`src/tracker_pkg.sv`:
```
`default_nettype none

package tracker_pkg;

    // camera pixel as stored in the frame buffer
    typedef struct packed {
        logic [4:0] r;
        logic [5:0] g;
        logic [4:0] b;
    } rgb565_t;

    // display pixel, 8 bits per channel
    typedef struct packed {
        logic [7:0] r;
        logic [7:0] g;
        logic [7:0] b;
    } rgb888_t;

    // 720p timing
    localparam int DEF_H_ACTIVE = 1280;
    localparam int DEF_H_FP     = 110;
    localparam int DEF_H_SYNC   = 40;
    localparam int DEF_H_BP     = 220;
    localparam int DEF_V_ACTIVE = 720;
    localparam int DEF_V_FP     = 5;
    localparam int DEF_V_SYNC   = 5;
    localparam int DEF_V_BP     = 20;

    // 4x scaling in each direction
    localparam int SCALE_SHIFT = 2;

    // address reg, memory read, classifier reg
    localparam int PIPE_DELAY = 3;

    localparam rgb888_t CROSS_COLOR = '{r: 8'h00, g: 8'hff, b: 8'h00};

endpackage

`default_nettype wire
```
`src/overlay_mux.sv`:
```
`default_nettype none

module overlay_mux import tracker_pkg::*; #(
    parameter int HCW = $clog2(DEF_H_ACTIVE + DEF_H_FP + DEF_H_SYNC + DEF_H_BP),
    parameter int VCW = $clog2(DEF_V_ACTIVE + DEF_V_FP + DEF_V_SYNC + DEF_V_BP)
) (
    input  rgb888_t        pixel_i,
    input  wire  [7:0]     luma_i,
    input  wire            mask_i,
    input  wire            active_i,
    input  wire            target_sel_i,
    input  wire            bg_sel_i,
    input  wire  [HCW-1:0] hcount_i,
    input  wire  [VCW-1:0] vcount_i,
    input  wire  [HCW-1:0] cross_x_i,
    input  wire  [VCW-1:0] cross_y_i,
    output logic [7:0]     red_o,
    output logic [7:0]     green_o,
    output logic [7:0]     blue_o
);

    rgb888_t pix;
    logic    on_cross;

    assign on_cross = (hcount_i == cross_x_i) || (vcount_i == cross_y_i);

    // crosshair wins over both views
    always_comb begin
        if (!active_i) begin
            pix = '0;
        end else if (on_cross) begin
            pix = CROSS_COLOR;
        end else if (!target_sel_i) begin
            pix = pixel_i;
        end else if (mask_i) begin
            pix = '{r: 8'hff, g: 8'hff, b: 8'hff};
        end else if (bg_sel_i) begin
            // gray background from the luma
            pix = '{r: luma_i, g: luma_i, b: luma_i};
        end else begin
            pix = '0;
        end
    end

    assign red_o   = pix.r;
    assign green_o = pix.g;
    assign blue_o  = pix.b;

endmodule

`default_nettype wire

```
`config.mk`:
```
export PLATFORM = sky130hd
export DESIGN_NAME = overlay_mux
export DESIGN_NICKNAME = d
export VERILOG_FILES = /design/src/tracker_pkg.sv /design/src/overlay_mux.sv
export SDC_FILE = /design/constraint.sdc
export NUM_CORES = 1
export LEC_CHECK = 0
export BUFFER_PORTS_ARGS = -buffer_cell sky130_fd_sc_hd__buf_2
export CAP_MARGIN = 25
export CORE_UTILIZATION = 30
export DETAILED_ROUTE_END_ITERATION = 12
export PLACE_DENSITY = 0.85
export SLEW_MARGIN = 20
export SYNTH_ARGS = -nofsm -noshare
export SYNTH_HDL_FRONTEND = slang
export SYNTH_SLANG_ARGS = --single-unit
```
`constraint.sdc`:
```
create_clock -name vclk -period 2.39
set_input_delay 0.5975 -clock vclk [all_inputs]
set_output_delay 0.5975 -clock vclk [all_outputs]
set_load 0.05 [all_outputs]
```
# --- Word level (Yosys, flattened, before mapping) ---
# Cells that the tools add are included.
word_totals:
  regBits: 0
  input_bits: 78
  out_inout_bits: 24
  word_cells: 8
op_classes:
  eq_ne: 2
  muxes: 5
  reduce_logical: 1
ops:
  columns: ["operator", "count"]
  rows:
  - ["two-way mux 24 bit", 5]
  - ["equality test 11 bit", 1]
  - ["equality test 10 bit", 1]
  - ["logical OR 1 bit", 1]

# --- Depth between registers and ports, before layout ---
logic_depth:
  depth_word: 5
  ltp_mapped: 6

# --- Worst setup path after synthesis ---
# No wires, ideal clock.
synth_timing:
  kind: "input port to output port"
  from: "input port vcount_i[7]"
  to: "output port blue_o[7]"
  arrival_time_ps: 2161
  required_ps: 1793
  setup_slack_ps: -368
  stages: 5
  n_path_buf: 0
  path_cell_list: "xor2_1 > nor4_1 > nand4_1 > nand3_2 > nor3_1"
synth_between:
  elab_chain_len: 4
synth_lines:
  columns: ["element", "line", "source"]
  rows:
  - ["from (decl)", "overlay_mux.sv:14", "input wire [VCW-1:0] vcount_i,"]
  - ["equality test 10 bit", "overlay_mux.sv:25", "assign on_cross = (hcount_i == cross_x_i) || (vcount_i == cross_y_i);"]
  - ["logical OR 1 bit", "overlay_mux.sv:25", null]
  - ["two-way mux 24 bit", "overlay_mux.sv:31", "end else if (on_cross) begin"]
  - ["two-way mux 24 bit", "overlay_mux.sv:29", "if (!active_i) begin"]
  - ["to (decl)", "overlay_mux.sv:19", "output logic [7:0] blue_o"]
# Every way passes these cells.

# --- Worst setup path in the final report ---
layout_timing:
  from: "input port cross_x_i[5]"
  to: "output port green_o[0]"
layout_between:
  elab_chain_len: 4
layout_lines:
  columns: ["element", "line", "source"]
  rows:
  - ["from (decl)", "overlay_mux.sv:15", "input wire [HCW-1:0] cross_x_i,"]
  - ["equality test 11 bit", "overlay_mux.sv:25", null]
  - ["logical OR 1 bit", "overlay_mux.sv:25", null]
  - ["two-way mux 24 bit", "overlay_mux.sv:31", null]
  - ["two-way mux 24 bit", "overlay_mux.sv:29", null]
  - ["to (decl)", "overlay_mux.sv:18", "output logic [7:0] green_o,"]
# Every way passes these cells.

==> flow_summary_export.csv <==
group,metric,value,unit
run_status,status,"complete, but fails checks",
placed_design,port_buffers,102,
setup_path,critPathLaunch,"cross_x_i[5]",
routing,wirelength,2830,um
synth,yosysUniqueCellTypes,18,
synth,synthMuxAreaShare,0,%
sta,finalCritPeriodShare,105,%
global_route,gr-total-overflow,0,
floorplanning,die-area,0.00228,mm2
placed_design,dp_hpwl,1920,um
floorplanning,start_util,32.0,%
synth,yosys.area.top_type,"xor2_1",
cells_and_area,nClkBuffers,0,
sta,setup_violations,24,
global_route,grt_antenna_before_repair,0,
clock_network,cts_setup_buffers,0,
setup_path,cp_num_cells,7,
sta,rsz0062_at_grt,"yes",
placed_design,place_congestion,0.745,
global_route,grt_max_degree,28,
synth,seq_area_frac_synth,0,%
global_route,gr-usage-all-layers,20.2,%
synth,yosys.area_share.simple,24.9,%
pwr,vdd_drop_max,0.000146,V
sta,fmax,0.400,GHz
setup_path,cp-start-kind,"primary input",
setup_path,path_cells,"buf_6, xor2_2, nor4_2, nand3_1, and2_4, a21boi_4, buf_6",
cells_and_area,design.seq.count,0,
synth,syn_area,628,um2
synth,synth_top_cell_area_share,26.5,%
global_route,first_global_vias,888,
setup_path,criticalPathCategory,"in2out",
pwr,pwr_density_cell,254,mW/mm2
synth,synth_cells,101,
clock_network,hold_buffers,0,
setup_path,crit_buf_inv,2,
synth,synth_fa_ha_area_share,0,%
routing,drc_errors,0,
cells_and_area,multi_input_comb_area,716,um2
routing,wire_per_inst,12.4,um
sta,period_needed,2.50,ns
global_route,grt_use_met2,44.1,%
global_route,gr-max-usage-layer,"met2",
synth,ys_warn_count,0,
sta,hold_viol,0,
setup_path,crit_top_cell,"buf_6",
cells_and_area,drive_above_1_share,67.2,%
cells_and_area,syn_to_final_growth,142,%
floorplanning,die_x,47.8,um
sta,worst_pin_slew,0.378,ns
synth,synth_xor_area_share,29.3,%
floorplanning,pin_count,102,
cells_and_area,seq_area,0,um2
setup_path,endpoint_kind,"output pin",
global_route,grt_pass1_wl,3410,um
global_route,use_met1,19.6,%
floorplanning,die_h,47.8,um
setup_path,cp_slowest_cell,"nor4_2",
setup_path,critical_path_required,1.79,ns
run_status,violations,"setup timing",
synth,synth_area_per_cell,6.22,um2
synth,synth_most_common_cell,"a21oi_1",
cells_and_area,nFillCells,152,
pwr,p_total,386,uW
sta,layout_setup_ws,-0.110,ns
routing,initialDrtViolationCount,7,
synth,synth_top_family_by_area,"compound AO/OA/AOI/OAI gates",
routing,viasPerCell,4.98,
cells_and_area,final_nets,281,
sta,relSlewSlack,74.7,%
sta,report.final.slew_viol_count,0,
pwr,power.leakage,0.771,nW
floorplanning,core,0.00196,mm2
flow_run,maxCapViolCount,0,
setup_path,crit_arrival,1.90,ns
cells_and_area,final_util,77.4,%
cells_and_area,diodes,0,
routing,detail-route-antenna-nets,0,
setup_path,endpoint,"green_o[0]",
synth,syn-num-nets,179,
routing,num_vias,1135,
setup_path,critPathMaxStageDelay,0.27,ns
floorplanning,rows,16,
routing,drt_pass1_iterations,4,
setup_path,cp_max_fo,8,
synth,synth_compound_area_share,39.0,%
synth,ys_top_cells_by_area,"xor2_1, a21oi_1, a21boi_2",
min_path,hold_class,"in2out",
synth,synthTopCellsByCount,"a21oi_1, nor2_1, xor2_1",
global_route,grtUsageMet3,1.89,%
setup_path,cp_top_family,"simple AND/OR/NAND/NOR gates",
-- placed cells by master, fill, tap and decap left out, types with 3 or more instances in the layout --
cell,count
nor4_2,4
buf_4,4
nor2_2,12
a21boi_4,8
nor3_1,3
buf_6,27
buf_2,73
nor2_1,11
xor2_1,17
a21oi_1,28
-- final cells by class --
type                       instances  share of cell area (%)
timing repair buffer             107                    50.4
multi-input combinational         93                    47.2
inverter                           1                   0.247
tap                               27                    2.23
-- layer usage --
metal  share of wire, %  routed length (um)  up-vias
met3                 10                 296        6
met2                 56                1580       84
met4                2.0                  56        0
li1                   -                   -      552
met1                 31                 888      493
met5                  0                   0        -
-- kinds of logic after synthesis --
| family | Yosys count |
|---|---|
| compound gates | 38 |
| simple gates | 34 |
| xor+xnor | 21 |
| buf+inv | 8 |
-- worst min path at each step --
stage          cells after the start          to        start
2_1_floorplan                      1  green_o[0]     active_i
3_3_place_gp                       4   blue_o[7]   pixel_i[7]
3_5_place_dp                       4    red_o[7]  pixel_i[23]
4_1_cts                            4    red_o[1]  pixel_i[17]
5_1_grt                            4    red_o[0]  pixel_i[16]
6_report                           4    red_o[5]  pixel_i[21]
-- stage by stage --
| step | area (um2) | setup TNS [ns] | cells | worst slack [ns] | hold WS, ns |
|---|---|---|---|---|---|
| 6_report | 1520 | -1.35 | 228 | -0.110 | 1.59 |
| 5_1_grt | 1520 | -3.22 | 228 | -0.176 | 1.62 |
| 4_1_cts | 1440 | -1.13 | 227 | -0.113 | 1.58 |
| 3_5_place_dp | 1270 | -2.61 | 227 | -0.203 | 1.62 |
| 3_3_place_gp | 1270 | -2.59 | 227 | -0.193 | 1.61 |
| 2_1_floorplan | 713 | -1.01 | 101 | -0.368 | 1.37 |
-- report_power, final --
group / switching [mW] / total, mW / internal, mW
registers: 0 / 0 / 0
logic: 0.217 / 0.386 / 0.169
clock network: 0 / 0 / 0
total: 0.217 / 0.386 / 0.169
-- repair_timing --
action                     CTS  global route
cloned                       0             1
resized for setup           49            10
hold endpoints to repair     0             0
setup endpoints to repair   24            24
pin swaps                    4             7
(Power assumes the default switching activity.)
