**src/tracker_pkg.sv**
```systemverilog
`default_nettype none

package tracker_pkg;

    // camera pixel as stored in the frame buffer
    typedef struct packed {
        logic [4:0] r;
        logic [5:0] g;
        logic [4:0] b;
    } rgb565_t;

    // display pixel, 8 bits per channel
    typedef struct packed {
        logic [7:0] r;
        logic [7:0] g;
        logic [7:0] b;
    } rgb888_t;

    // 720p timing
    localparam int DEF_H_ACTIVE = 1280;
    localparam int DEF_H_FP     = 110;
    localparam int DEF_H_SYNC   = 40;
    localparam int DEF_H_BP     = 220;
    localparam int DEF_V_ACTIVE = 720;
    localparam int DEF_V_FP     = 5;
    localparam int DEF_V_SYNC   = 5;
    localparam int DEF_V_BP     = 20;

    // 4x scaling in each direction
    localparam int SCALE_SHIFT = 2;

    // address reg, memory read, classifier reg
    localparam int PIPE_DELAY = 3;

    localparam rgb888_t CROSS_COLOR = '{r: 8'h00, g: 8'hff, b: 8'h00};

endpackage

`default_nettype wire
```
**src/downscale_writer.sv**
```systemverilog
`default_nettype none

module downscale_writer import tracker_pkg::*; #(
    parameter int H_ACTIVE  = DEF_H_ACTIVE,
    parameter int V_ACTIVE  = DEF_V_ACTIVE,
    localparam int CCW      = $clog2(H_ACTIVE),
    localparam int CRW      = $clog2(V_ACTIVE),
    localparam int FB_W     = H_ACTIVE >> SCALE_SHIFT,
    localparam int FB_DEPTH = FB_W * (V_ACTIVE >> SCALE_SHIFT),
    localparam int AW       = $clog2(FB_DEPTH)
) (
    input  wire            clk_pixel,
    input  wire            recent_reset,
    input  wire            pixel_valid_i,
    input  wire  [CCW-1:0] pixel_hcount_i,
    input  wire  [CRW-1:0] pixel_vcount_i,
    input  rgb565_t        pixel_data_i,
    output logic           wr_en_o,
    output logic [AW-1:0]  wr_addr_o,
    output rgb565_t        wr_data_o
);

    logic keep;

    // only one pixel out of each 4x4 block reaches the buffer
    assign keep = pixel_valid_i
               && (pixel_hcount_i[SCALE_SHIFT-1:0] == '0)
               && (pixel_vcount_i[SCALE_SHIFT-1:0] == '0);

    always_ff @(posedge clk_pixel) begin
        if (recent_reset) begin
            wr_en_o <= 1'b0;
        end else begin
            wr_en_o <= keep;
        end
    end

    always_ff @(posedge clk_pixel) begin
        if (keep) begin
            wr_addr_o <= AW'((pixel_hcount_i >> SCALE_SHIFT)
                           + (pixel_vcount_i >> SCALE_SHIFT) * FB_W);
            wr_data_o <= pixel_data_i;
        end
    end

endmodule

`default_nettype wire

```
**config.mk**
```make
export PLATFORM = sky130hd
export DESIGN_NAME = downscale_writer
export DESIGN_NICKNAME = d
export VERILOG_FILES = /design/src/tracker_pkg.sv /design/src/downscale_writer.sv
export SDC_FILE = /design/constraint.sdc
export NUM_CORES = 1
export LEC_CHECK = 0
export BUFFER_PORTS_ARGS = -buffer_cell sky130_fd_sc_hd__clkbuf_2
export CORE_ASPECT_RATIO = 1.75
export CORE_MARGIN = 4
export CORE_UTILIZATION = 45
export DETAILED_ROUTE_END_ITERATION = 7
export GPL_TIMING_DRIVEN = 0
export PLACE_DENSITY = 0.78
export SLEW_MARGIN = 10
export SYNTH_ARGS = -nofsm -noshare
export SYNTH_HDL_FRONTEND = slang
export SYNTH_SLANG_ARGS = --single-unit
```
**constraint.sdc**
```tcl
create_clock -name clk_pixel -period 6.85 [get_ports clk_pixel]
set_clock_uncertainty 0.05 [all_clocks]
set_input_delay 1.37 -clock clk_pixel [delete_from_list [all_inputs] [get_ports clk_pixel]]
set_output_delay 1.37 -clock clk_pixel [all_outputs]
set_load 0.02 [all_outputs]
```
======== Word level (Yosys, flattened, before mapping) ========
Cells that the tools add are included.
word-level totals
  bits of input ports ..................... 40
  memories ................................ 0
  RAM bits ................................ 0
  bits in latches ......................... 0
  logic and storage cells ................. 11
  register bits after elaboration ......... 33
  output and inout port bits .............. 33
  memory bits (read-only) ................. 0
cells by class
  add/sub/neg operators ................... 1
  div/mod/pow operators ................... 0
  shift operators ......................... 0
  multipliers ............................. 1
  mux-type cells .......................... 0
  order comparisons ....................... 0
  reduce and logical (&&, ||, !) cells .... 4
  bitwise gates (word level) .............. 0
  equal/unequal tests ..................... 0
operators with widths
  operator                                            number
  adder 9 x 16 -> 16 bit                              1
  multiplier 8 x 3 -> 10 bit (second input constant)  1
  logical NOT 2 bit                                   2
  logical AND 1 bit                                   2

======== Logic depth before layout (Yosys ltp) ========
  word-level depth ........................ 3
  depth in mapped cells ................... 8

======== Worst setup path before layout ========
OpenSTA, ideal clock, no wires.
  path kind ............................... input port to flip-flop
  start ................................... input pixel_vcount_i[1]
  end ..................................... register wr_addr_o[0] (enable)
  setup slack ............................. 1.666 ns
  required time ........................... 6.293 ns
  setup time .............................. 0.507 ns
  stages on the path ...................... 1
  arrival time ............................ 4.627 ns
  path buffers ............................ 0
  path through ............................ nor4_1
on the way
  cells in the longest elaborated chain, start to end .. 2
RTL lines
  what                  line                    text
  from (decl)           downscale_writer.sv:16  input wire [CRW-1:0] pixel_vcount_i,
  logical NOT 2 bit     downscale_writer.sv:28  && (pixel_vcount_i[SCALE_SHIFT-1:0] == '0);
  logical AND 1 bit     downscale_writer.sv:28
  to (signal assigned)  downscale_writer.sv:40  wr_addr_o <= AW'((pixel_hcount_i >> SCALE_SHIFT)
  to (decl)             downscale_writer.sv:19  output logic [AW-1:0] wr_addr_o,
Every way passes these cells.
A chain may end at the register's enable or synchronous reset.

======== Worst setup path in the final report ========
  start ................................... input pixel_vcount_i[3]
  end ..................................... register wr_addr_o[15] (data pin)
on the way
  cells in the longest elaborated chain, start to end .. 2
RTL lines
  what                        line                    text
  multiplier 8 x 3 -> 10 bit  downscale_writer.sv:41  + (pixel_vcount_i >> SCALE_SHIFT) * FB_W);
  adder 9 x 16 -> 16 bit      downscale_writer.sv:41
Every way passes these cells.

==> flow_summary.toml <==
[timing]
worst-slew-pin-transition_ps = 429
hold_slack_ps = 1210
finalSetupViolCount = 0
rsz0062_at_grt = "false"
period_needed_ps = 3470
fin_ws_ps = 3380
fin_crit_sh_pct = 50.7
finalHoldViolCount = 0
max_freq_ghz = 0.288
timing.setup.tns_ps = 0
relSlewSlack_pct = 71.3
maxSlewViolCount = 0

[clock_network]
htreeDepth = 2
cts.sinks = 33
cts_made_buffers = 5
cts_tree = "built"
clk_path_buf_depth = 2
clk_pin_slew_ps = 60
postCtsHoldBufs = 0
post_cts_resized = 0
postCtsSetupRepairBufs = 0
root_buffer = "clkbuf_8"

[placement]
dp_slack_ps = 3090
place.gp.congestion = 0.723
dpl_cell_area_um2 = 1980
dpl.hpwl_um = 2600
port_buffers = 72

[worst_setup_path]
path_cells = "clkbuf_2, ha_1, ha_1, fa_1, a211oi_1, nor2_1, xor2_1, nand4_2, xnor2_1"
cp_common_cell = "ha_1"
crit_arrival_ps = 3450
critPathLaunch = "pixel_vcount_i[3]"
worstPathMaxFanout = 3
crit_path_max_incr_delay_ps = 430
end_kind = "register"
cp-endpoint = "wr_addr_o[15]"
crit_required_ps = 6830
slowest_stage = "fa_1"
start_kind = "input port"
path_class = "in2reg"

[die]
die-area_um2 = 4450
initial_core_util_pct = 47.8
fp.dieW_um = 52.2
core_um2 = 3210
ios = 73
num_rows = 27
die_h_um = 85.3

[yosys]
yosysSeqAreaShare_pct = 63.9
syn-num-nets = 157
synthArstFlopShare_pct = 0
synth_cell_types = 26
synth_flop_cell = "edfxtp_1"
yosys_warnings = 0
synth_enable_flop_cells = 32
synthesis.area_um2 = 1540
yosys.area.top_type = "edfxtp_1"
synth_area_per_cell_um2 = 15.4
ys_top_cells_by_area = "edfxtp_1, ha_1, xnor2_1, fa_1, nor2_1"
yosysTopAreaCellShare_pct = 62.6
synth_cells = 100
synth_seq_cells = 33

[route]
vias_per_cell = 4.92
drc = 0
wl_met3_um = 361
drt_pre_antenna_iters = 4
wl_met2_um = 1490
num_vias = 1117
post_drt_wl_per_cell_um = 13.3
wl_met1_um = 1040
highest-signal-layer = "met4"
drt_wl_total_um = 3010
postRouteAntennaNets = 0
drt_iter0_markers = 13

[global_routing]
antenna_found_initial = 0
grt_pass1_wl_um = 4910
track_usage_pct = 14.9
grt_max_degree = 11
grt_pass1_vias = 1171
grt-ovfl-total = 0

[final_layout]
layout-area-overhead-vs-synth_pct = 34.5
final_common_cell = "clkbuf_2"
final_area_um2 = 2060
drive_gt1_share_pct = 47.3
fin_util_pct = 64.3
antennaDiodeCount = 0
fin_nets = 240
most-common-layout-cells = "clkbuf_2, edfxtp_1, ha_1, nor2_1, xnor2_1"

[outcome]
status = "completed"

[min_path]
hold_class = "in2reg"

[power]
power_density_nw_per_um2 = 214
leakage_nw = 0.936
ir_drop_mv = 0.117

[flow_run]
drv_cap = 0
worst min-delay path by stage:
| stage | start | cells after the start | end |
|---|---|---|---|
| 3_3_place_gp | recent_reset | 2 | wr_en_o |
| 2_1_floorplan | recent_reset | 1 | wr_en_o |
| 6_report | recent_reset | 2 | wr_en_o |
| 4_1_cts | recent_reset | 2 | wr_en_o |
| 5_1_grt | recent_reset | 2 | wr_en_o |
| 3_5_place_dp | recent_reset | 2 | wr_en_o |
where the power goes:
group          internal (mW)  switching, mW  total, mW
Clock                 0.0681         0.0610      0.129
Combinational         0.0377         0.0442     0.0819
Sequential             0.230       0.000924      0.231
synth_stat cells, drive strengths merged (2+ instances only):
cell / number
xnor2: 8
nor2b: 2
a211oi: 2
o21ai: 4
nor2: 9
xor2: 3
o2111ai: 2
fa: 2
inv: 6
a21oi: 3
ha: 15
nand2: 2
edfxtp: 32
critical path: cells and delay by family:
kind,cells,cell delay (ps)
AOI/OAI and AO/OA,1,320
xor gates and xnor gates,2,430
adders and majority gates,3,960
buffers and inverters,1,110
and+or+nand+nor,2,260
per-layer routing:
layer | vias up | global-route usage [%]
met1 | 493 | 13.3
met2 | 72 | 26.2
met3 | 15 | 5.27
met4 | 0 | 10.5
li1 | 537 | -
met5 | - | 0
flip-flops by register name, summed over array words and instances, names as in the netlist:
signal	flops
wr_addr_o	16
wr_en_o	1
wr_data_o	16
layout make-up:
| cell class | instances | area (um^2) |
|---|---|---|
| Clock buffer | 5 | 68.8 |
| Clock inverter | 3 | 12.5 |
| Fill cell | 229 | 1140 |
| Inverter | 6 | 22.5 |
| Multi-Input combinational cell | 61 | 538 |
| Sequential cell | 33 | 981 |
| Tap cell | 43 | 53.8 |
| Timing Repair Buffer | 76 | 388 |
cell families after synthesis:
| family | after synthesis | share of synthesized area (%) |
|---|---|---|
| AO/OA/AOI/OAI | 13 | 6.11 |
| XOR/XNOR | 11 | 6.28 |
| adder cells (fa/ha/maj) | 17 | 14.8 |
| buffers and inverters | 6 | 1.47 |
| flip-flops | 33 | 63.9 |
| AND/OR/NAND/NOR | 20 | 7.42 |
per-stage QoR:
stage | cells | total power [mW]
floorplan | 100 | 0.291
global placement | 215 | 0.312
detailed placement | 219 | 0.317
CTS | 227 | 0.447
global route | 227 | 0.469
finish | 227 | 0.442
(Power assumes the default switching activity.)
