--- config.mk ---
export PLATFORM = sky130hd
export DESIGN_NAME = pixel_classifier
export DESIGN_NICKNAME = d
export VERILOG_FILES = /design/src/tracker_pkg.sv /design/src/pixel_classifier.sv
export SDC_FILE = /design/constraint.sdc
export NUM_CORES = 1
export LEC_CHECK = 0
export BUFFER_PORTS_ARGS = -buffer_cell sky130_fd_sc_hd__buf_4
export CAP_MARGIN = 15
export CORE_MARGIN = 3
export CORE_UTILIZATION = 54
export DETAILED_ROUTE_END_ITERATION = 10
export PLACE_DENSITY = 0.89
export SYNTH_ARGS = -nofsm -noshare
export SYNTH_HDL_FRONTEND = slang
export SYNTH_SLANG_ARGS = --single-unit
--- constraint.sdc ---
create_clock -name clk_pixel -period 11.5 [get_ports clk_pixel]
set_input_delay 1.725 -clock clk_pixel [delete_from_list [all_inputs] [get_ports clk_pixel]]
set_output_delay 1.725 -clock clk_pixel [all_outputs]
set_load 0.005 [all_outputs]
--- src/tracker_pkg.sv ---
`default_nettype none

package tracker_pkg;

    // camera pixel as stored in the frame buffer
    typedef struct packed {
        logic [4:0] r;
        logic [5:0] g;
        logic [4:0] b;
    } rgb565_t;

    // display pixel, 8 bits per channel
    typedef struct packed {
        logic [7:0] r;
        logic [7:0] g;
        logic [7:0] b;
    } rgb888_t;

    // 720p timing
    localparam int DEF_H_ACTIVE = 1280;
    localparam int DEF_H_FP     = 110;
    localparam int DEF_H_SYNC   = 40;
    localparam int DEF_H_BP     = 220;
    localparam int DEF_V_ACTIVE = 720;
    localparam int DEF_V_FP     = 5;
    localparam int DEF_V_SYNC   = 5;
    localparam int DEF_V_BP     = 20;

    // 4x scaling in each direction
    localparam int SCALE_SHIFT = 2;

    // address reg, memory read, classifier reg
    localparam int PIPE_DELAY = 3;

    localparam rgb888_t CROSS_COLOR = '{r: 8'h00, g: 8'hff, b: 8'h00};

endpackage

`default_nettype wire
--- src/pixel_classifier.sv ---
`default_nettype none

module pixel_classifier import tracker_pkg::*; (
    input  wire        clk_pixel,
    input  rgb565_t    pixel_i,
    input  wire  [3:0] lower_nibble_i,
    input  wire  [3:0] upper_nibble_i,
    output rgb888_t    pixel_o,
    output logic [7:0] luma_o,
    output logic       mask_o
);

    rgb888_t     expanded;
    logic [15:0] luma_sum;
    logic [7:0]  luma;
    logic [7:0]  lower_thresh;
    logic [7:0]  upper_thresh;

    // low bits are zero filled, not replicated
    assign expanded.r = {pixel_i.r, 3'b000};
    assign expanded.g = {pixel_i.g, 2'b00};
    assign expanded.b = {pixel_i.b, 3'b000};

    // weights sum to 256, so the top byte is the luma
    assign luma_sum = 16'd77 * expanded.r + 16'd150 * expanded.g + 16'd29 * expanded.b;
    assign luma     = luma_sum[15:8];

    assign lower_thresh = {lower_nibble_i, 4'b0000};
    assign upper_thresh = {upper_nibble_i, 4'b1111};

    always_ff @(posedge clk_pixel) begin
        pixel_o <= expanded;
        luma_o  <= luma;
        // open at the bottom, closed at the top
        mask_o  <= (luma > lower_thresh) && (luma <= upper_thresh);
    end

endmodule

`default_nettype wire

Word level (Yosys, flattened, before mapping) --
Index checks and enable logic that the tools add are counted.
Word-level totals: register bits after elaboration 25, word-level logic and storage cells 13, input bits 25, output and inout bits 33
Operators by class: multipliers 3, $add $sub $neg 2, reductions and logical operators 1, order comparisons 2
Operators by type and width (count):
- $add A15 B16 Y16 | 1
- $add A16 B13 Y16 | 1
- $mul A7 B6 Y13 const A | 1
- $mul A7 B5 Y12 const A | 1
- $mul A5 B5 Y10 const A | 1
- $gt A8 B8 Y1 | 1
- $le A8 B8 Y1 | 1
- $logic_and A1 B1 Y1 | 1

Depth between registers and ports, before layout --
depth after elaboration 5, depth in mapped cells 25

Least setup slack after synthesis --
No wires, ideal clock.
kind input-to-reg, from input pixel_i[2] (netlist bit), to register mask_o, data required time 11.412 ns, arrival 6.580 ns, stages on the path 24, library setup time 0.088 ns, path buffers 0, setup slack 4.833 ns, cell sequence ha_1 inv_1 fa_1 inv_1 ha_1 ha_1 nor2b_1 o21ai_0 a21oi_1 nand2b_1 fa_1 inv_1 ha_1 a21o_1 a31oi_1 o221ai_1 a21oi_2 xnor2_1 ha_1 a21o_1 a21o_1 a21oi_1 nor2_1 nor4_2
On the way: word-level cells in the longest chain between the ends 4, elaborated cells on any way between the ends 5, those cells by class add/sub: 1; mul: 1; order compare: 2; reduce/logical: 1
RTL lines:
- from (decl) | line pixel_classifier.sv:5 | input rgb565_t pixel_i,
- $mul A5 B5 Y10 * | line pixel_classifier.sv:25 | assign luma_sum = 16'd77 * expanded.r + 16'd150 * expanded.g + 16'd29 * expanded.b;
- $add A16 B13 Y16 * | line pixel_classifier.sv:25
- named net luma_sum[13] | line pixel_classifier.sv:14 | logic [15:0] luma_sum;
- $gt A8 B8 Y1 / $le A8 B8 Y1 (equally long branches) | line pixel_classifier.sv:35 | mask_o <= (luma > lower_thresh) && (luma <= upper_thresh);
- $logic_and A1 B1 Y1 * | line pixel_classifier.sv:35
- to (signal assigned) | line pixel_classifier.sv:35
- to (decl) | line pixel_classifier.sv:10 | output logic mask_o
The timed path passes the listed nets; every way through them passes the cells marked *.

Final worst setup path --
from input pixel_i[8] (netlist bit), to register mask_o
On the way: word-level cells in the longest chain between the ends 5, elaborated cells on any way between the ends 6, those cells by class add/sub: 2; mul: 1; order compare: 2; reduce/logical: 1
RTL lines (line):
- $mul A7 B6 Y13 * | pixel_classifier.sv:25
- $add A15 B16 Y16 * | pixel_classifier.sv:25
- $add A16 B13 Y16 * | pixel_classifier.sv:25
- named net luma_sum[13] | pixel_classifier.sv:14
- $gt A8 B8 Y1 / $le A8 B8 Y1 (equally long branches) | pixel_classifier.sv:35
- $logic_and A1 B1 Y1 * | pixel_classifier.sv:35
Marks and branches as above.

==> implementation parameters <==
Parameter                              Value

Outcome
  Outcome ... finished clean

Cells and area
  Final cell area excluding filler cells ... 3630 um^2
  # diodes ... 0
  Most common cell after layout, fill and taps aside ... sky130_fd_sc_hd__ha_1
  Proportion of layout cells with a drive suffix above 1 ... 15.5%
  Most frequent cells in the layout ... 87 x sky130_fd_sc_hd__ha_1, 71 x sky130_fd_sc_hd__inv_1, 49 x sky130_fd_sc_hd__buf_4, 25 x sky130_fd_sc_hd__dfxtp_1, 21 x sky130_fd_sc_hd__fa_1
  Post-layout util ... 64.7%
  Synthesis-to-finish area growth ... 14.3%
  Net total in the final layout ... 521

Detailed routing
  Antenna-violating nets left ... 0
  Number of design rule violations left after detail routing ... 0
  Number of detailed-routing iterations run before antenna repair ... 6
  Total routed wirelength ... 6170 um
  Iter 0 DRT Violations ... 127
  Routed vias/inst ... 5.20
  Via total after detailed routing ... 2,388
  Detail-routed net length per standard cell ... 13.4 um

Floorplanning
  Die span in y ... 82.7 um
  DIE AREA ... 6840 um^2
  CORE AREA ... 5610 um^2
  Number of primary I/O pins ... 58
  Chip width ... 82.7 um
  FP Rows ... 27
  Starting density of the core ... 56.6%

Synth
  Post-Syn Area per Cell ... 9.43 um^2
  Area fraction of the dominant cell type after synthesis ... 34.3%
  Top post-synthesis cells by area ... sky130_fd_sc_hd__ha_1 34%, sky130_fd_sc_hd__dfxtp_1 16%, sky130_fd_sc_hd__fa_1 13%
  Async set-reset flop share out of synthesis ... 0%
  Most used flip-flop cell after synthesis ... sky130_fd_sc_hd__dfxtp_1
  Unique masters post-synth ... 42
  Post-synth EDFFs ... 0
  Post-synthesis cell area ... 3180 um^2
  Synthesized instance count ... 337
  Total number of yosys warnings ... 0
  Sequential area share after synthesis ... 15.8%
  Post-synth top area cell ... sky130_fd_sc_hd__ha_1
  Number of storage elements in the synthesis netlist ... 25

Power
  Leakage component of the power ... 2.03 nW
  Switching share of total power ... 48.9%
  Int Pwr ... 0.510 mW
  Peak supply drop ... 0.206 mV
  Clk network pwr share ... 5.6%
  Gate power share ... 82.4%
  Power per cell area ... 275 nW/um^2
  Sw Pwr ... 0.487 mW
  Reg power frac ... 12.0%
  Final Power ... 0.997 mW

Job
  Reported max-cap violation count ... 0

STA
  Final number of max-transition violations ... 0
  Final total negative setup slack ... 0 ns
  Final critical-path share of the clock period ... 60.6%
  Highest attainable clock frequency ... 144 MHz
  Crit path time final ... 6.96 ns
  Unrepaired setup endpoints after global routing ... false
  Number of setup violations in the final report ... 0
  Number of hold-slack violations in the final timing report ... 0

Worst hold path
  Min-Delay Path Class ... in2reg

Clock tree
  Hold buffer count at cts ... 0
  # resized after CTS ... 0
  Root Buffer ... sky130_fd_sc_hd__clkbuf_8
  Number of buffers created by CTS ... 3
  CTS Sinks ... 25
  Clk pin slew, worst setup/hold paths ... 0.10 ns
  CTS tree ... done
  H-tree levels ... 1
  CTS Buffer Depth ... 2
  Post-CTS Repair Setup Buffers ... 0

Critical path
  Top fanout value on the critical path ... 8
  Required time at the worst-slack endpoint ... 11.69 ns
  Setup crit start kind ... input port
  CP Data Arrival Time ... 7.16 ns
  Critical path class ... in2reg
  Type of destination of the critical path ... flip-flop

Global routing
  First-pass GRT wire length ... 10,100 um
  Via count of the first global-routing pass ... 2,353
  Initial antenna violation count ... 0
  Total global routing overflow ... 0
  Total routing usage reported by global routing ... 19.1%
  Pin count of the biggest net entering global routing ... 14

Place
  Port Buf Inserts ... 49
  Half-perimeter wire length after placement ... 5120 um
  Cell area reported after detailed placement ... 3580 um^2
  Gp weighted congestion ... 0.825
[metrics by stage]
step | instances | hold WS, ns | setup slack, ns
after floorplan | 344 | 1.75 | 4.83
after global placement | 455 | 1.88 | 4.48
after detailed placement | 455 | 1.88 | 4.26
after CTS | 459 | 1.60 | 4.53
after global routing | 459 | 1.60 | 4.12
final | 459 | 1.60 | 4.54
[sequential cells by signal, summed over array words and instances, names as in the netlist]
signal,flops
pixel_o,16
luma_o,8
mask_o,1
[final cells by class]
cell class / instances / area [um^2]
Tap cell: 72 / 90.1
Timing Repair Buffer: 49 / 368
Sequential cell: 25 / 500
Multi-Input combinational cell: 238 / 2360
Fill cell: 453 / 1980
Clock buffer: 4 / 45.0
Inverter: 71 / 267
[routing by layer]
metal	routed length (um)	global-route usage, %	up-vias
met1	2630	23.3	1092
met4	121	6.21	0
met2	3120	34.7	78
met3	300	2.17	13
li1	-	-	1205
met5	0	0	-
[kinds of logic after synthesis]
| kind of cell | share of synthesized area (%) |
|---|---|
| adder cells (fa/ha/maj) | 47.5 |
| XOR/XNOR | 6.85 |
| flip-flops | 15.8 |
| AO/OA/AOI/OAI | 10.9 |
| other | 0.118 |
| AND/OR/NAND/NOR | 8.11 |
| buffers and inverters | 10.8 |
[synth_stat cells (2+ instances only)]
| cell | number |
|---|---|
| sky130_fd_sc_hd__ha_1 | 87 |
| sky130_fd_sc_hd__inv_1 | 71 |
| sky130_fd_sc_hd__dfxtp_1 | 25 |
| sky130_fd_sc_hd__fa_1 | 21 |
| sky130_fd_sc_hd__a21oi_1 | 14 |
| sky130_fd_sc_hd__nor2_1 | 12 |
| sky130_fd_sc_hd__xor2_1 | 12 |
| sky130_fd_sc_hd__xnor2_1 | 11 |
| sky130_fd_sc_hd__a21o_1 | 9 |
| sky130_fd_sc_hd__buf_4 | 8 |
| sky130_fd_sc_hd__o21ai_0 | 8 |
| sky130_fd_sc_hd__nand2_1 | 6 |
| sky130_fd_sc_hd__o21ai_1 | 6 |
| sky130_fd_sc_hd__nand2b_1 | 5 |
| sky130_fd_sc_hd__nor2b_1 | 5 |
| sky130_fd_sc_hd__nand3_1 | 3 |
| sky130_fd_sc_hd__nor3_1 | 3 |
| sky130_fd_sc_hd__o21a_1 | 3 |
| sky130_fd_sc_hd__a21oi_2 | 2 |
| sky130_fd_sc_hd__and4_1 | 2 |
| sky130_fd_sc_hd__nand4_1 | 2 |
| sky130_fd_sc_hd__o21bai_1 | 2 |
[power by group through the flow]
stage | combinational [mW] | clock (mW) | sequential [mW]
5_1_grt | 0.934 | 0.0589 | 0.122
3_3_place_gp | 0.773 | 0 | 0.122
3_5_place_dp | 0.814 | 0 | 0.122
6_report | 0.822 | 0.0555 | 0.120
4_1_cts | 0.823 | 0.0560 | 0.120
2_1_floorplan | 0.652 | 0 | 0.125
[critical path, stage by stage]
cell and delay [ns]:
sky130_fd_sc_hd__buf_4 0.14, sky130_fd_sc_hd__ha_1 0.30, sky130_fd_sc_hd__ha_1 0.30, sky130_fd_sc_hd__fa_1 0.60, sky130_fd_sc_hd__inv_1 0.09, sky130_fd_sc_hd__fa_1 0.47
sky130_fd_sc_hd__nor2b_1 0.17, sky130_fd_sc_hd__o21ai_1 0.10, sky130_fd_sc_hd__a21oi_1 0.17, sky130_fd_sc_hd__nand2b_1 0.14, sky130_fd_sc_hd__fa_1 0.40, sky130_fd_sc_hd__inv_1 0.07
sky130_fd_sc_hd__ha_1 0.30, sky130_fd_sc_hd__a21o_1 0.20, sky130_fd_sc_hd__a31oi_1 0.18, sky130_fd_sc_hd__o221ai_1 0.21, sky130_fd_sc_hd__a21oi_2 0.26, sky130_fd_sc_hd__xnor2_1 0.19
sky130_fd_sc_hd__ha_1 0.29, sky130_fd_sc_hd__a21o_1 0.18, sky130_fd_sc_hd__a21o_1 0.17, sky130_fd_sc_hd__a21oi_1 0.19, sky130_fd_sc_hd__nor2_1 0.07, sky130_fd_sc_hd__nor4_2 0.25
[worst paths after layout]
path	to	slack [ns]	start	cells past startpoint
max	mask_o	4.54	pixel_i[8]	24
min	pixel_o[3]	1.60	pixel_i[0]	1
(Power assumes the default switching activity.)
