<file path="src/tracker_pkg.sv">
`default_nettype none

package tracker_pkg;

    // camera pixel as stored in the frame buffer
    typedef struct packed {
        logic [4:0] r;
        logic [5:0] g;
        logic [4:0] b;
    } rgb565_t;

    // display pixel, 8 bits per channel
    typedef struct packed {
        logic [7:0] r;
        logic [7:0] g;
        logic [7:0] b;
    } rgb888_t;

    // 720p timing
    localparam int DEF_H_ACTIVE = 1280;
    localparam int DEF_H_FP     = 110;
    localparam int DEF_H_SYNC   = 40;
    localparam int DEF_H_BP     = 220;
    localparam int DEF_V_ACTIVE = 720;
    localparam int DEF_V_FP     = 5;
    localparam int DEF_V_SYNC   = 5;
    localparam int DEF_V_BP     = 20;

    // 4x scaling in each direction
    localparam int SCALE_SHIFT = 2;

    // address reg, memory read, classifier reg
    localparam int PIPE_DELAY = 3;

    localparam rgb888_t CROSS_COLOR = '{r: 8'h00, g: 8'hff, b: 8'h00};

endpackage

`default_nettype wire
</file>
<file path="src/video_timing.sv">
`default_nettype none

module video_timing import tracker_pkg::*; #(
    parameter int H_ACTIVE = DEF_H_ACTIVE,
    parameter int H_FP     = DEF_H_FP,
    parameter int H_SYNC   = DEF_H_SYNC,
    parameter int H_BP     = DEF_H_BP,
    parameter int V_ACTIVE = DEF_V_ACTIVE,
    parameter int V_FP     = DEF_V_FP,
    parameter int V_SYNC   = DEF_V_SYNC,
    parameter int V_BP     = DEF_V_BP,
    localparam int H_TOTAL = H_ACTIVE + H_FP + H_SYNC + H_BP,
    localparam int V_TOTAL = V_ACTIVE + V_FP + V_SYNC + V_BP,
    localparam int HCW     = $clog2(H_TOTAL),
    localparam int VCW     = $clog2(V_TOTAL)
) (
    input  wire            clk_pixel,
    input  wire            recent_reset,
    output logic [HCW-1:0] hcount_o,
    output logic [VCW-1:0] vcount_o,
    output logic           hsync_o,
    output logic           vsync_o,
    output logic           active_draw_o,
    output logic           new_frame_o
);

    logic h_last;
    logic v_last;

    assign h_last = (hcount_o == HCW'(H_TOTAL - 1));
    assign v_last = (vcount_o == VCW'(V_TOTAL - 1));

    // vertical count advances once per line
    always_ff @(posedge clk_pixel) begin
        if (recent_reset) begin
            hcount_o <= '0;
            vcount_o <= '0;
        end else if (h_last) begin
            hcount_o <= '0;
            vcount_o <= v_last ? '0 : vcount_o + 1'b1;
        end else begin
            hcount_o <= hcount_o + 1'b1;
        end
    end

    // sync pulses sit between the front and back porch
    assign hsync_o = (hcount_o >= H_ACTIVE + H_FP) && (hcount_o < H_ACTIVE + H_FP + H_SYNC);
    assign vsync_o = (vcount_o >= V_ACTIVE + V_FP) && (vcount_o < V_ACTIVE + V_FP + V_SYNC);

    assign active_draw_o = (hcount_o < H_ACTIVE) && (vcount_o < V_ACTIVE);

    // first blanking pixel after the last active line
    assign new_frame_o = (hcount_o == H_ACTIVE) && (vcount_o == V_ACTIVE);

endmodule

`default_nettype wire

</file>
<file path="config.mk">
export PLATFORM = sky130hd
export DESIGN_NAME = video_timing
export DESIGN_NICKNAME = d
export VERILOG_FILES = /design/src/tracker_pkg.sv /design/src/video_timing.sv
export SDC_FILE = /design/constraint.sdc
export NUM_CORES = 1
export LEC_CHECK = 0
export BUFFER_PORTS_ARGS = -buffer_cell sky130_fd_sc_hd__buf_2
export CAP_MARGIN = 15
export CORE_MARGIN = 10
export CORE_UTILIZATION = 30
export CTS_BUF_LIST = sky130_fd_sc_hd__clkbuf_2 sky130_fd_sc_hd__clkbuf_4 sky130_fd_sc_hd__clkbuf_8
export DETAILED_ROUTE_END_ITERATION = 16
export GPL_TIMING_DRIVEN = 0
export PLACE_DENSITY = 0.56
export RECOVER_POWER = 100
export SLEW_MARGIN = 20
export SYNTH_ARGS = -nofsm -noshare
export SYNTH_HDL_FRONTEND = slang
export SYNTH_SLANG_ARGS = --single-unit
export TNS_END_PERCENT = 1
</file>
<file path="constraint.sdc">
create_clock -name clk_pixel -period 3.2 [get_ports clk_pixel]
set_input_delay 0.32 -clock clk_pixel [delete_from_list [all_inputs] [get_ports clk_pixel]]
set_output_delay 0.32 -clock clk_pixel [all_outputs]
set_load 0.02 [all_outputs]
</file>
Word-level counts from Yosys, hierarchy flattened --
Cells that the tools add are included.
Word-level totals: register bits 21, bits of input ports 2, output and inout port bits 25, logic and storage cells 20
Cells by class: add/sub/neg operators 2, $lt $le $gt $ge 6, equal/unequal tests 4, multiplexer cells 1, reductions and logical operators 5
Operator list (number):
- == test 11 bit (second input constant) | 2
- < comparator 11 bit (second input constant) | 2
- == test 10 bit (second input constant) | 2
- < comparator 10 bit (second input constant) | 2
- adder 11 x 1 -> 11 bit (second input constant) | 1
- >= comparator 11 bit (second input constant) | 1
- adder 10 x 1 -> 10 bit (second input constant) | 1
- >= comparator 10 bit (second input constant) | 1
- two-way mux 10 bit | 1
- logical AND 1 bit | 4
- OR reduction 2 bit | 1

Longest topological paths before layout --
Gate-level depths: netlist (run 1).
word-level depth 2, gate-level depth with buffers 7, depth with buffers taken out 6

Worst setup path after synthesis (run 1) --
OpenSTA, ideal clock, no wires.
path kind flip-flop to flip-flop, start point register hcount_o[3], end point register vcount_o[8], library setup time 0.071 ns, data arrival time 2.150 ns, required time 3.129 ns, setup slack 0.979 ns, stages on the path, launching flop included 7, path buffers 2, clock period less this slack 2.221 ns, cell sequence dfxtp_1 > buf_6 > or3_4 > or4_1 > buf_2 > or4_1 > a21oi_1
Between the ends: longest elaborated chain between the ends 1
RTL lines:
- start, declared | line video_timing.sv:19 | output logic [HCW-1:0] hcount_o,
- start signal, assigned | line video_timing.sv:42 | hcount_o <= hcount_o + 1'b1;
- == test 11 bit | line video_timing.sv:30 | assign h_last = (hcount_o == HCW'(H_TOTAL - 1));
- end signal, assigned | line video_timing.sv:40 | vcount_o <= v_last ? '0 : vcount_o + 1'b1;
- end, declared | line video_timing.sv:20 | output logic [VCW-1:0] vcount_o,
Every way passes these cells. A chain may end at the register's enable or synchronous reset.

Worst setup path in the final report (run 1) --
start point register hcount_o[2], end point register vcount_o[6]
Same word-level chain as after synthesis.

==> results by group, run 1 <==
Status
  • Outcome: finished, final reports clean

Floorplan
  • Die Span Y: 83.70 um
  • Row count: 23
  • Ports: 27
  • Die width: 83.70 um
  • Die Area: 7006 um2
  • Core area: 3971 um2
  • Initial Util: 30.66%

Hold path
  • Worst Hold Class: input port to register

Worst setup path
  • Crit path cell chain: clkbuf_1, or3_1, or4_1, clkbuf_1, or4b_1, a21oi_1
  • Setup crit start kind: register
  • WP data arrival: 2.59 ns
  • Worst EP required: 3.40 ns
  • Crit Path Class: register to register
  • Crit path largest cell delay: 0.52 ns
  • Crit-path max FO: 10
  • CP delay by family, top: simple AND/OR/NAND/NOR gates
  • CP bufs+invs: 2
  • Most used cell, CP: clkbuf_1
  • CP max-delay cell: or4_1
  • Critical Path Sink Type: register

STA
  • Final count of hold timing violations: 0
  • Final period demand of the worst path: 2.400 ns
  • Setup TNS: 0 ns
  • Worst-Margin Slew: slightly above 0.8 ns
  • Clock Skew: about 0.0037 ns
  • Max Clk Rate: 0.4167 GHz
  • Slew Viols, Final: 0
  • Headroom to the max-slew limit: 45.48%
  • Period utilization: 74.99%
  • Final setup viols: 0
  • RSZ-0062 raised after global routing: no

Yosys
  • Leading area contributor after synthesis: dfxtp_1
  • Ys flop type: dfxtp_1
  • Sequential area share after synthesis: 34.53%
  • Synth Cell Area: between 1000 and 1500 um2
  • Synth cell types: 39
  • Synth area leaders: dfxtp_1, xnor2_1, ha_1, nor2_1, nand3_1
  • Count leader, synth: dfxtp_1
  • Synth Area per Inst: 8.116 um2
  • Top post-synthesis cells by count: dfxtp_1, nor2_1, nand2_1
  • Post-synthesis register bit count: 21
  • Yosys top cell area share: between 30% and 40%
  • Mapped Cells: 150
  • EDFF count, synth: 0
  • Synth Net Count: ~160
  • Yosys warns: 0
  • Fraction of registers with async set/reset: 0%

Pwr
  • Worst vdd ir: 0.1107 mV
  • Pwr/cell area: 342.8 nW/um2
  • Leak pwr: 0.4490 nW

Global route
  • Largest net degree at the start of global routing: 12
  • Vias in the first global route: 1105
  • Initial antenna violation count: 0
  • Final global-route overflow total: 0
  • First-pass GRT wire length: 5.319 mm
  • GRT Util Overall: just under 9%

Route
  • Post-Route WL: 3.024 mm
  • Post-DR wirelength/cell: 13.15 um
  • Initial DRT Pass Iterations: 4
  • Vias: 1125
  • Routed Antenna Nets: 0
  • Initial detailed-routing violation count: 73
  • DRC viols: 0
  • Vias per inst: a little under 5

Final layout
  • Cell Count, Final, Fillers Out: 230
  • Antenna cells: 0
  • Layout area overhead: 15.93%
  • Fin nets: 189
  • Utilization after layout: 35.54%
  • Share of layout cells above drive strength 1: 5.556%

Clock network
  • CTS Buf Count: 3
  • Clock root buffer master: clkbuf_8
  • Clock slew at reported path FFs: 0.08 ns
  • H-Tree Depth: 1
  • Setup Fix Bufs, Post-CTS: 0
  • Sink Count: 21
  • PostCTS Resize Cnt: 0
  • CTS tree: done
  • Worst-skew pair later-pin latency: 0.26 ns
  • Clk buf depth: 2
  • CTS hold repair buffers: 0

Job
  • Max-cap violations: 0

Placement
  • HPWL after detailed placement: about 2.2 mm
  • Placed cells: 226
  • IO buf count: 26
  • Global placement routability congestion: 0.8036
-- worst register-to-register path, delay by kind of cell, from the launching register on --
| kind | cells | cell delay, ns |
|---|---|---|
| flops | 1 | 0.31 |
| compound gates | 1 | 0.14 |
| buf+inv | 2 | 0.40 |
| simple gates | 3 | 1.49 |
-- state kept, by name (all words and copies together), names as in the netlist --
name and count:
hcount_o 11, vcount_o 10
-- power breakdown --
group | leakage [nW] | internal, mW | switching [mW]
logic | 0.253 | 0.00810 | 0.0173
registers | 0.170 | 0.264 | 0.00549
clock network | 0.0262 | 0.0972 | 0.0914
-- cells in the final DEF, fill, tap and decap left out, types with 2 or more instances in the layout --
| cell | instances |
|---|---|
| nor4_1 | 5 |
| ha_1 | 6 |
| nor2_1 | 20 |
| clkbuf_8 | 3 |
| mux2i_1 | 2 |
| nand3b_1 | 2 |
| dfxtp_1 | 21 |
| a211oi_1 | 2 |
| nand3_1 | 10 |
| clkbuf_1 | 31 |
| inv_1 | 6 |
| nand2b_1 | 2 |
| or3_1 | 2 |
| xnor2_1 | 10 |
| nor3_1 | 8 |
| a21oi_1 | 8 |
| xor2_1 | 2 |
| nand4_1 | 3 |
| o31ai_1 | 2 |
| and4b_1 | 2 |
| or4_1 | 2 |
| o21ai_0 | 4 |
| nand2_1 | 12 |
-- final timing paths --
kind | to | start | slack [ns] | cells after the start
hold reg to reg | hcount_o[0] | hcount_o[0] | 0.54 | 1
setup / recovery | vcount_o[6] | hcount_o[2] | 0.80 | 6
hold / removal | vcount_o[5] | recent_reset | 0.28 | 2
setup reg to reg | vcount_o[6] | hcount_o[2] | 0.80 | 6
-- routing by layer --
| metal | track usage, % | vias to the layer above | wire length, um |
|---|---|---|---|
| met5 | 0 | - | 0 |
| met4 | 1.826 | 0 | 13 |
| met3 | 3.223 | 2 | 182 |
| met2 | 12.96 | 25 | 1253 |
| met1 | 11.50 | 509 | 1574 |
| li1 | - | 589 | - |
-- cell families after synthesis --
family	synth area share, %
adders and majority gates	6.166
DFF	34.53
and+or+nand+nor	32.48
xor gates and xnor gates	8.633
buffers and inverters	5.652
muxes	1.644
AOI/OAI and AO/OA	10.89
-- final cells by class --
type | instances | area (um2)
timing repair buffer | 26 | 98.84
inverter | 6 | 22.52
sequential | 21 | 420.4
clock buffer | 4 | 48.80
fill | 449 | 2560
buffer | 8 | 41.29
tap | 50 | 62.56
multi-input combinational | 115 | 716.9
-- through the flow --
step / setup WS [ns] / hold WS (ns) / power, mW / area, um2
after detailed placement: 0.9870 / 0.5320 / 0.3041 / 1410
after CTS: 0.9640 / 0.2739 / 0.4955 / 1459
after floorplan: 0.9788 / 0.3921 / 0.2946 / 1217
after global routing: 0.6690 / 0.2742 / 0.5123 / 1411
after global placement: 0.9769 / 0.5270 / 0.3040 / 1410
final: 0.8005 / 0.2841 / 0.4838 / 1411
Power figures use the tool's default switching activity.
==> run 2, diff against run 1 <==
--- a/config.mk
+++ b/config.mk
@@ -5,6 +5,7 @@
 export SDC_FILE = /design/constraint.sdc
 export NUM_CORES = 1
 export LEC_CHECK = 0
+export ABC_AREA = 1
 export BUFFER_PORTS_ARGS = -buffer_cell sky130_fd_sc_hd__buf_2
 export CAP_MARGIN = 15
 export CORE_MARGIN = 10
@@ -12,7 +13,7 @@
 export CTS_BUF_LIST = sky130_fd_sc_hd__clkbuf_2 sky130_fd_sc_hd__clkbuf_4 sky130_fd_sc_hd__clkbuf_8
 export DETAILED_ROUTE_END_ITERATION = 16
 export GPL_TIMING_DRIVEN = 0
-export PLACE_DENSITY = 0.56
+export PLACE_DENSITY = 0.57
 export RECOVER_POWER = 100
 export SLEW_MARGIN = 20
 export SYNTH_ARGS = -nofsm -noshare
==> constraint.sdc (replaced) <==
create_clock -name clk_pixel -period 2.2 [get_ports clk_pixel]
set_input_delay 0.22 -clock clk_pixel [delete_from_list [all_inputs] [get_ports clk_pixel]]
set_output_delay 0.22 -clock clk_pixel [all_outputs]
set_load 0.02 [all_outputs]
==> results by group, run 2 <==
Clock network
  • H-Tree Depth: 1 (unchanged)
  • Sink Count: 21 (unchanged)
  • Clk buf depth: 2 (unchanged)
  • CTS Buf Count: 3 (unchanged)
  • CTS tree: done
  • CTS hold repair buffers: 0 (unchanged)
  • Setup Fix Bufs, Post-CTS: 0 (unchanged)
  • Worst-skew pair later-pin latency: 0.27 ns (about the same)
  • Clock root buffer master: clkbuf_8
  • PostCTS Resize Cnt: 0 (unchanged)
  • Clock slew at reported path FFs: 0.09 ns (about the same)

Placement
  • Global placement routability congestion: 0.8348 (+3.9%)
  • HPWL after detailed placement: 2.881 mm (+29%)
  • IO buf count: 26 (unchanged)

Final layout
  • Antenna cells: 0 (unchanged)
  • Register area: 420.4 um2 (unchanged)
  • Share of layout cells above drive strength 1: 7.510% (+2.0 points)
  • Largest registers: hcount_o (11), vcount_o (10)
  • Biggest register: hcount_o
  • FILL cells: 514 (+14%)
  • Fin nets: 262 (+39%)
  • Most frequent cells in the layout: nand2_1, nor2_1, nand3_1
  • Layout area overhead: 13.20%
  • Commonest non-fill, non-tap cell in the layout: nand2_1
  • Multi-input logic area: 809.5 um2 (+13%)
  • Max FFs per register: 11 (unchanged)
  • Utilization after layout: 35.74% (+0.20 points)

Route
  • Vias: 1465 (+30%)
  • Initial detailed-routing violation count: 76 (+4.1%)
  • Post-DR wirelength/cell: 12.07 um (-8.2%)
  • DRC viols: 0 (unchanged)
  • Initial DRT Pass Iterations: 4 (unchanged)
  • Post-Route WL: 3.681 mm (+22%)
  • Routed Antenna Nets: 0 (unchanged)
  • Vias per inst: 4.803 (-1.8%)

Job
  • Max-cap violations: 0 (unchanged)

Yosys
  • Yosys warns: 0 (unchanged)
  • Sequential area share after synthesis: 30.16% (-4.4 points)
  • Ys flop type: dfxtp_1
  • Simple-Gate Fraction of Synth Area: 46.86% (+14 points)
  • Synth Net Count: 231 (+46%)
  • Synth cell types: 24 (-38%)
  • Synth Cell Area: 1394 um2 (+14%)
  • Post-synthesis register bit count: 21 (unchanged)
  • Synth Area per Inst: 6.250 um2 (-23%)
  • EDFF count, synth: 0 (unchanged)
  • Post-Synth XOR/XNOR Area: 0.6284% (-8.0 points)
  • Top post-synthesis cells by count: nand2_1, nor2_1, nand3_1
  • Synth area leaders: dfxtp_1, nand2_1, nand3_1, nor2_1, inv_1
  • Count leader, synth: nand2_1
  • Compound-gate portion of the synthesized area: 6.643% (-4.3 points)
  • Leading area contributor after synthesis: dfxtp_1
  • Yosys top cell area share: 30.16% (-4.4 points)
  • Fraction of registers with async set/reset: 0% (unchanged)
  • Mapped Cells: 223 (+49%)
  • Adder-Cell Fraction of Synth Area: 5.386% (-0.78 points)
  • Mux contribution to synthesized area: 0% (-1.6 points)
  • Combinational family with the most area after synthesis: simple AND/OR/NAND/NOR gates

Pwr
  • Post-route total power: 704.4 uW (+46%)
  • Flop pwr share: 55.5% (-0.3 points)
  • Leak pwr: 0.6244 nW (+39%)
  • Switching Power: 178.8 uW (+57%)
  • Worst vdd ir: 0.1721 mV (+55%)
  • Comb power frac: 6.6% (+1.3 points)
  • Clock power share: 37.9% (-1.1 points)
  • Sw Ratio: 25.38% (+1.8 points)
  • Pwr/cell area: 446.5 nW/um2 (+30%)
  • Cell internal pwr: 525.6 uW (+42%)

STA
  • Period utilization: 88.25%
  • Max Clk Rate: 0.5151 GHz
  • Worst-Margin Slew: 0.4801 ns (-0.3302 ns)
  • Setup TNS: 0 ns (unchanged)
  • RSZ-0062 raised after global routing: no
  • Final period demand of the worst path: 1.941 ns
  • Clock Skew: 0.01037 ns (+0.006675 ns)
  • Final setup viols: 0 (unchanged)
  • Final count of hold timing violations: 0 (unchanged)
  • Slew Viols, Final: 0 (unchanged)
  • Headroom to the max-slew limit: 67.99% (+23 points)

Status
  • Outcome: finished, final reports clean

Floorplan
  • Initial Util: 31.58% (+0.92 points)
  • Core area: 4414 um2 (+11%)
  • Ports: 27 (unchanged)
  • Die Span Y: 88.16 um (+5.3%)
  • Row count: 24 (+4.3%)
  • Die Area: 7772 um2 (+11%)
  • Die width: 88.16 um (+5.3%)

Worst setup path
  • Crit-path max FO: 5 (-5)
  • Worst EP required: 1.98 ns (-1.42 ns)
  • Worst Reg-to-Reg Cells: 8 (+2)
  • Crit Path Class: register to output pin
  • WP data arrival: 1.72 ns (-0.87 ns)
  • Setup crit start kind: register
  • Critical Path Sink Type: output pin

Hold path
  • Worst Hold Class: input port to register
  • WHS Path Cells: 2 (unchanged)

Global route
  • Vias in the first global route: 1435 (+30%)
  • First-pass GRT wire length: 6.472 mm (+22%)
  • Initial antenna violation count: 0 (unchanged)
  • GRT Util Overall: 10.20% (+1.5 points)
  • Final global-route overflow total: 0 (unchanged)
  • Largest net degree at the start of global routing: 13 (+1)
[run 2: cell types whose count changed after synthesis, sizes merged, moves of 3 or more]
cell,previous run,this run
nor3,8,5
or3,3,0
xnor2,10,0
inv,6,31
clkbuf,5,1
nor2,20,45
nand2,12,55
nand3,10,33
nor4,5,0
[run 2: per-stage QoR]
step / hold WS [ns] / instances / cell area [um2] / setup slack, ns
2_1_floorplan: 0.2891 / 223 / 1394 / 0.5254
3_3_place_gp: 0.3978 / 301 / 1589 / 0.4881
3_5_place_dp: 0.3981 / 301 / 1589 / 0.5470
4_1_cts: 0.1030 / 305 / 1635 / 0.2315
5_1_grt: 0.1236 / 305 / 1578 / 0.06645
6_report: 0.1112 / 305 / 1578 / 0.2585
[run 2: worst max-delay path: stages (launching register included)]
cell	delay, ns
dfxtp_1	0.41
inv_1	0.12
nor3_1	0.41
nand3_1	0.14
nor3_1	0.17
clkbuf_2	0.21
[run 2: final timing paths]
path                     start     endpoint  slack, ns
hold reg to reg    hcount_o[0]  hcount_o[0]       0.50
hold / removal    recent_reset  vcount_o[8]       0.11
setup / recovery   hcount_o[8]  new_frame_o       0.26
setup reg to reg   hcount_o[1]  hcount_o[4]       0.43
[run 2: layer usage]
metal  GRT usage [%]  wire length, um
met1           13.24             1779
met5               0                0
met4           5.563               65
met3           1.950              189
met2           15.43             1646
[run 2: cell type report]
| type | instances | area share [%] |
|---|---|---|
| clock buffer | 3 | 2.617 |
| tap | 52 | 4.124 |
| inverter | 31 | 7.375 |
| clock inverter | 1 | 0.3172 |
| buffer | 3 | 1.269 |
| sequential | 21 | 26.65 |
| multi-input combinational | 168 | 51.31 |
| timing repair buffer | 26 | 6.344 |
[run 2: logic make-up (layout without fill, tap and decap cells)]
logic type                 Yosys count  in the layout
buffers and inverters               34             64
and+or+nand+nor                    144            144
DFF                                 21             21
adders and majority gates            6              6
AOI/OAI and AO/OA                   17             17
xor gates and xnor gates             1              1
[run 2: power by group through the flow]
stage,clock network [mW],registers (mW),logic (mW)
4_1_cts,0.279,0.391,0.0515
3_5_place_dp,0,0.400,0.0514
5_1_grt,0.295,0.392,0.0530
3_3_place_gp,0,0.400,0.0513
6_report,0.267,0.391,0.0462
2_1_floorplan,0,0.404,0.0321
==> run 3, diff against run 2 <==
--- a/config.mk
+++ b/config.mk
@@ -8,6 +8,7 @@
 export ABC_AREA = 1
 export BUFFER_PORTS_ARGS = -buffer_cell sky130_fd_sc_hd__buf_2
 export CAP_MARGIN = 15
+export CORE_ASPECT_RATIO = 1.5
 export CORE_MARGIN = 10
 export CORE_UTILIZATION = 30
 export CTS_BUF_LIST = sky130_fd_sc_hd__clkbuf_2 sky130_fd_sc_hd__clkbuf_4 sky130_fd_sc_hd__clkbuf_8
==> results by group, run 3 (synthesized netlist as in run 2, its figures left out) <==
Final layout
  • Commonest non-fill, non-tap cell in the layout: nand2_1
  • Multi-input logic area: 809.5 um2 (unchanged)
  • Antenna cells: 0 (unchanged)
  • Register area: 420.4 um2 (unchanged)
  • Largest registers: hcount_o (11), vcount_o (10)
  • FILL cells: 536 (+4.3%)
  • Max FFs per register: 11 (unchanged)
  • Final instance area: 1575 um2 (-0.16%)
  • Fin nets: 262 (unchanged)
  • Most frequent cells in the layout: nand2_1, nor2_1, nand3_1
  • Layout area overhead: 13.02%
  • Share of layout cells above drive strength 1: 7.510% (unchanged)
  • Cell Count, Final, Fillers Out: 301 (-1.3%)
  • Biggest register: hcount_o

Placement
  • Placement Setup Slack: 0.5454 ns (-0.001641 ns)
  • Global placement routability congestion: 0.8293 (-0.66%)
  • IO buf count: 26 (unchanged)
  • Cell Area, Placed: 1584 um2 (-0.31%)
  • HPWL after detailed placement: 3.187 mm (+11%)
  • Placed cells: 297 (-1.3%)

Floorplan
  • Row count: 30 (+25%)
  • Core area: 4504 um2 (+2.0%)
  • Die width: 75.66 um (-14%)
  • Die Span Y: 103.5 um (+17%)
  • Ports: 27 (unchanged)
  • Die Area: 7829 um2 (+0.73%)
  • Initial Util: 30.94% (-0.63 points)

Worst setup path
  • WP data arrival: 1.73 ns (about the same)
  • Worst EP required: 1.98 ns (about the same)
  • Crit-path max FO: 5 (unchanged)
  • Crit Path Class: register to output pin
  • Critical Path Sink Type: output pin
  • Setup crit start kind: register

Global route
  • Largest net degree at the start of global routing: 12 (-1)
  • Final global-route overflow total: 0 (unchanged)
  • First-pass GRT wire length: 6.437 mm (-0.54%)
  • Vias in the first global route: 1475 (+2.8%)
  • Initial antenna violation count: 0 (unchanged)
  • GRT Util Overall: 10.37% (+0.17 points)

Route
  • Routed Antenna Nets: 0 (unchanged)
  • Post-DR wirelength/cell: 12.61 um (+4.5%)
  • DRC viols: 0 (unchanged)
  • Vias per inst: 4.847 (+0.91%)
  • Initial detailed-routing violation count: 70 (-7.9%)
  • Post-Route WL: 3.795 mm (+3.1%)
  • Initial DRT Pass Iterations: 4 (unchanged)
  • Vias: 1459 (-0.41%)

STA
  • Clock Skew: 0.003647 ns (-0.006725 ns)
  • Setup TNS: 0 ns (unchanged)
  • Max Clk Rate: 0.5122 GHz (-0.56%)
  • Fin worst setup slack: 0.2477 ns (-0.01088 ns)
  • Period utilization: 88.74% (+0.49 points)
  • RSZ-0062 raised after global routing: no
  • Hold slack: 0.1241 ns (+0.01290 ns)
  • Headroom to the max-slew limit: 68.96% (+0.97 points)
  • Worst-Margin Slew: 0.4656 ns (-0.01458 ns)
  • Final setup viols: 0 (unchanged)
  • Final period demand of the worst path: 1.952 ns (+0.01088 ns)
  • Final count of hold timing violations: 0 (unchanged)
  • Slew Viols, Final: 0 (unchanged)

Pwr
  • Leak pwr: 0.6250 nW (+0.11%)
  • Pwr/cell area: 449.8 nW/um2 (+0.74%)
  • Worst vdd ir: 0.1878 mV (+9.1%)

Clock network
  • Clock slew at reported path FFs: 0.08 ns (about the same)
  • CTS tree: done
  • PostCTS Resize Cnt: 0 (unchanged)
  • Worst-skew pair later-pin latency: 0.26 ns (about the same)
  • CTS Buf Count: 3 (unchanged)
  • CTS hold repair buffers: 0 (unchanged)
  • Sink Count: 21 (unchanged)
  • H-Tree Depth: 1 (unchanged)
  • Clk buf depth: 2 (unchanged)
  • Setup Fix Bufs, Post-CTS: 0 (unchanged)
  • Clock root buffer master: clkbuf_8

Job
  • Max-cap violations: 0 (unchanged)

Hold path
  • Worst Hold Class: input port to register

Status
  • Outcome: finished, final reports clean
## run 3: changes by cell type in the layout (fill, tap and decap cells not counted), sizes merged
cell / change
clkbuf: +1
clkinv: -1
## run 3: worst max-delay path: stages (launching register included)
cell	delay (ns)
dfxtp_1	0.39
inv_1	0.12
nor3_1	0.40
nand3_1	0.13
nor3_1	0.21
clkbuf_2	0.22
## run 3: area by class of cell
class,instances,share of cell area (%)
Buffer,3,1.271
Clock buffer,4,3.098
Inverter,31,7.387
Multi-Input combinational cell,168,51.39
Sequential cell,21,26.69
Tap cell,48,3.813
Timing Repair Buffer,26,6.354
## run 3: per-stage QoR
stage               utilization (%)  power (mW)
finish                        34.97      0.7085
global route                  34.97      0.7486
CTS                           36.25      0.7290
detailed placement            35.17      0.4534
global placement              35.17      0.4520
floorplan                         -      0.4363
## run 3: power breakdown
group | switching (mW) | leakage (nW) | internal (mW)
Combinational | 0.0322 | 0.429 | 0.0150
Sequential | 0.00655 | 0.170 | 0.384
Clock | 0.129 | 0.0262 | 0.141
Total | 0.168 | 0.625 | 0.541
## run 3: path summary, 6_finish.rpt
check                             startpoint           to  slack, ns  cells past startpoint
worst max-delay path             hcount_o[8]  new_frame_o       0.25                      5
worst min-delay path            recent_reset  vcount_o[8]       0.12                      2
worst min register to register   hcount_o[0]  hcount_o[0]       0.49                      1
worst max register to register   hcount_o[1]  hcount_o[8]       0.42                      8
## run 3: layer usage
| layer | vias up | wire length [um] | part of all wire, % | track usage, % |
|---|---|---|---|---|
| met4 | 0 | 78 | 2.1 | 3.443 |
| met5 | - | 0 | 0 | 0 |
| met1 | 653 | 1435 | 38 | 9.922 |
| met3 | 9 | 236 | 6.2 | 2.388 |
| li1 | 771 | - | - | - |
| met2 | 26 | 2045 | 54 | 20.49 |
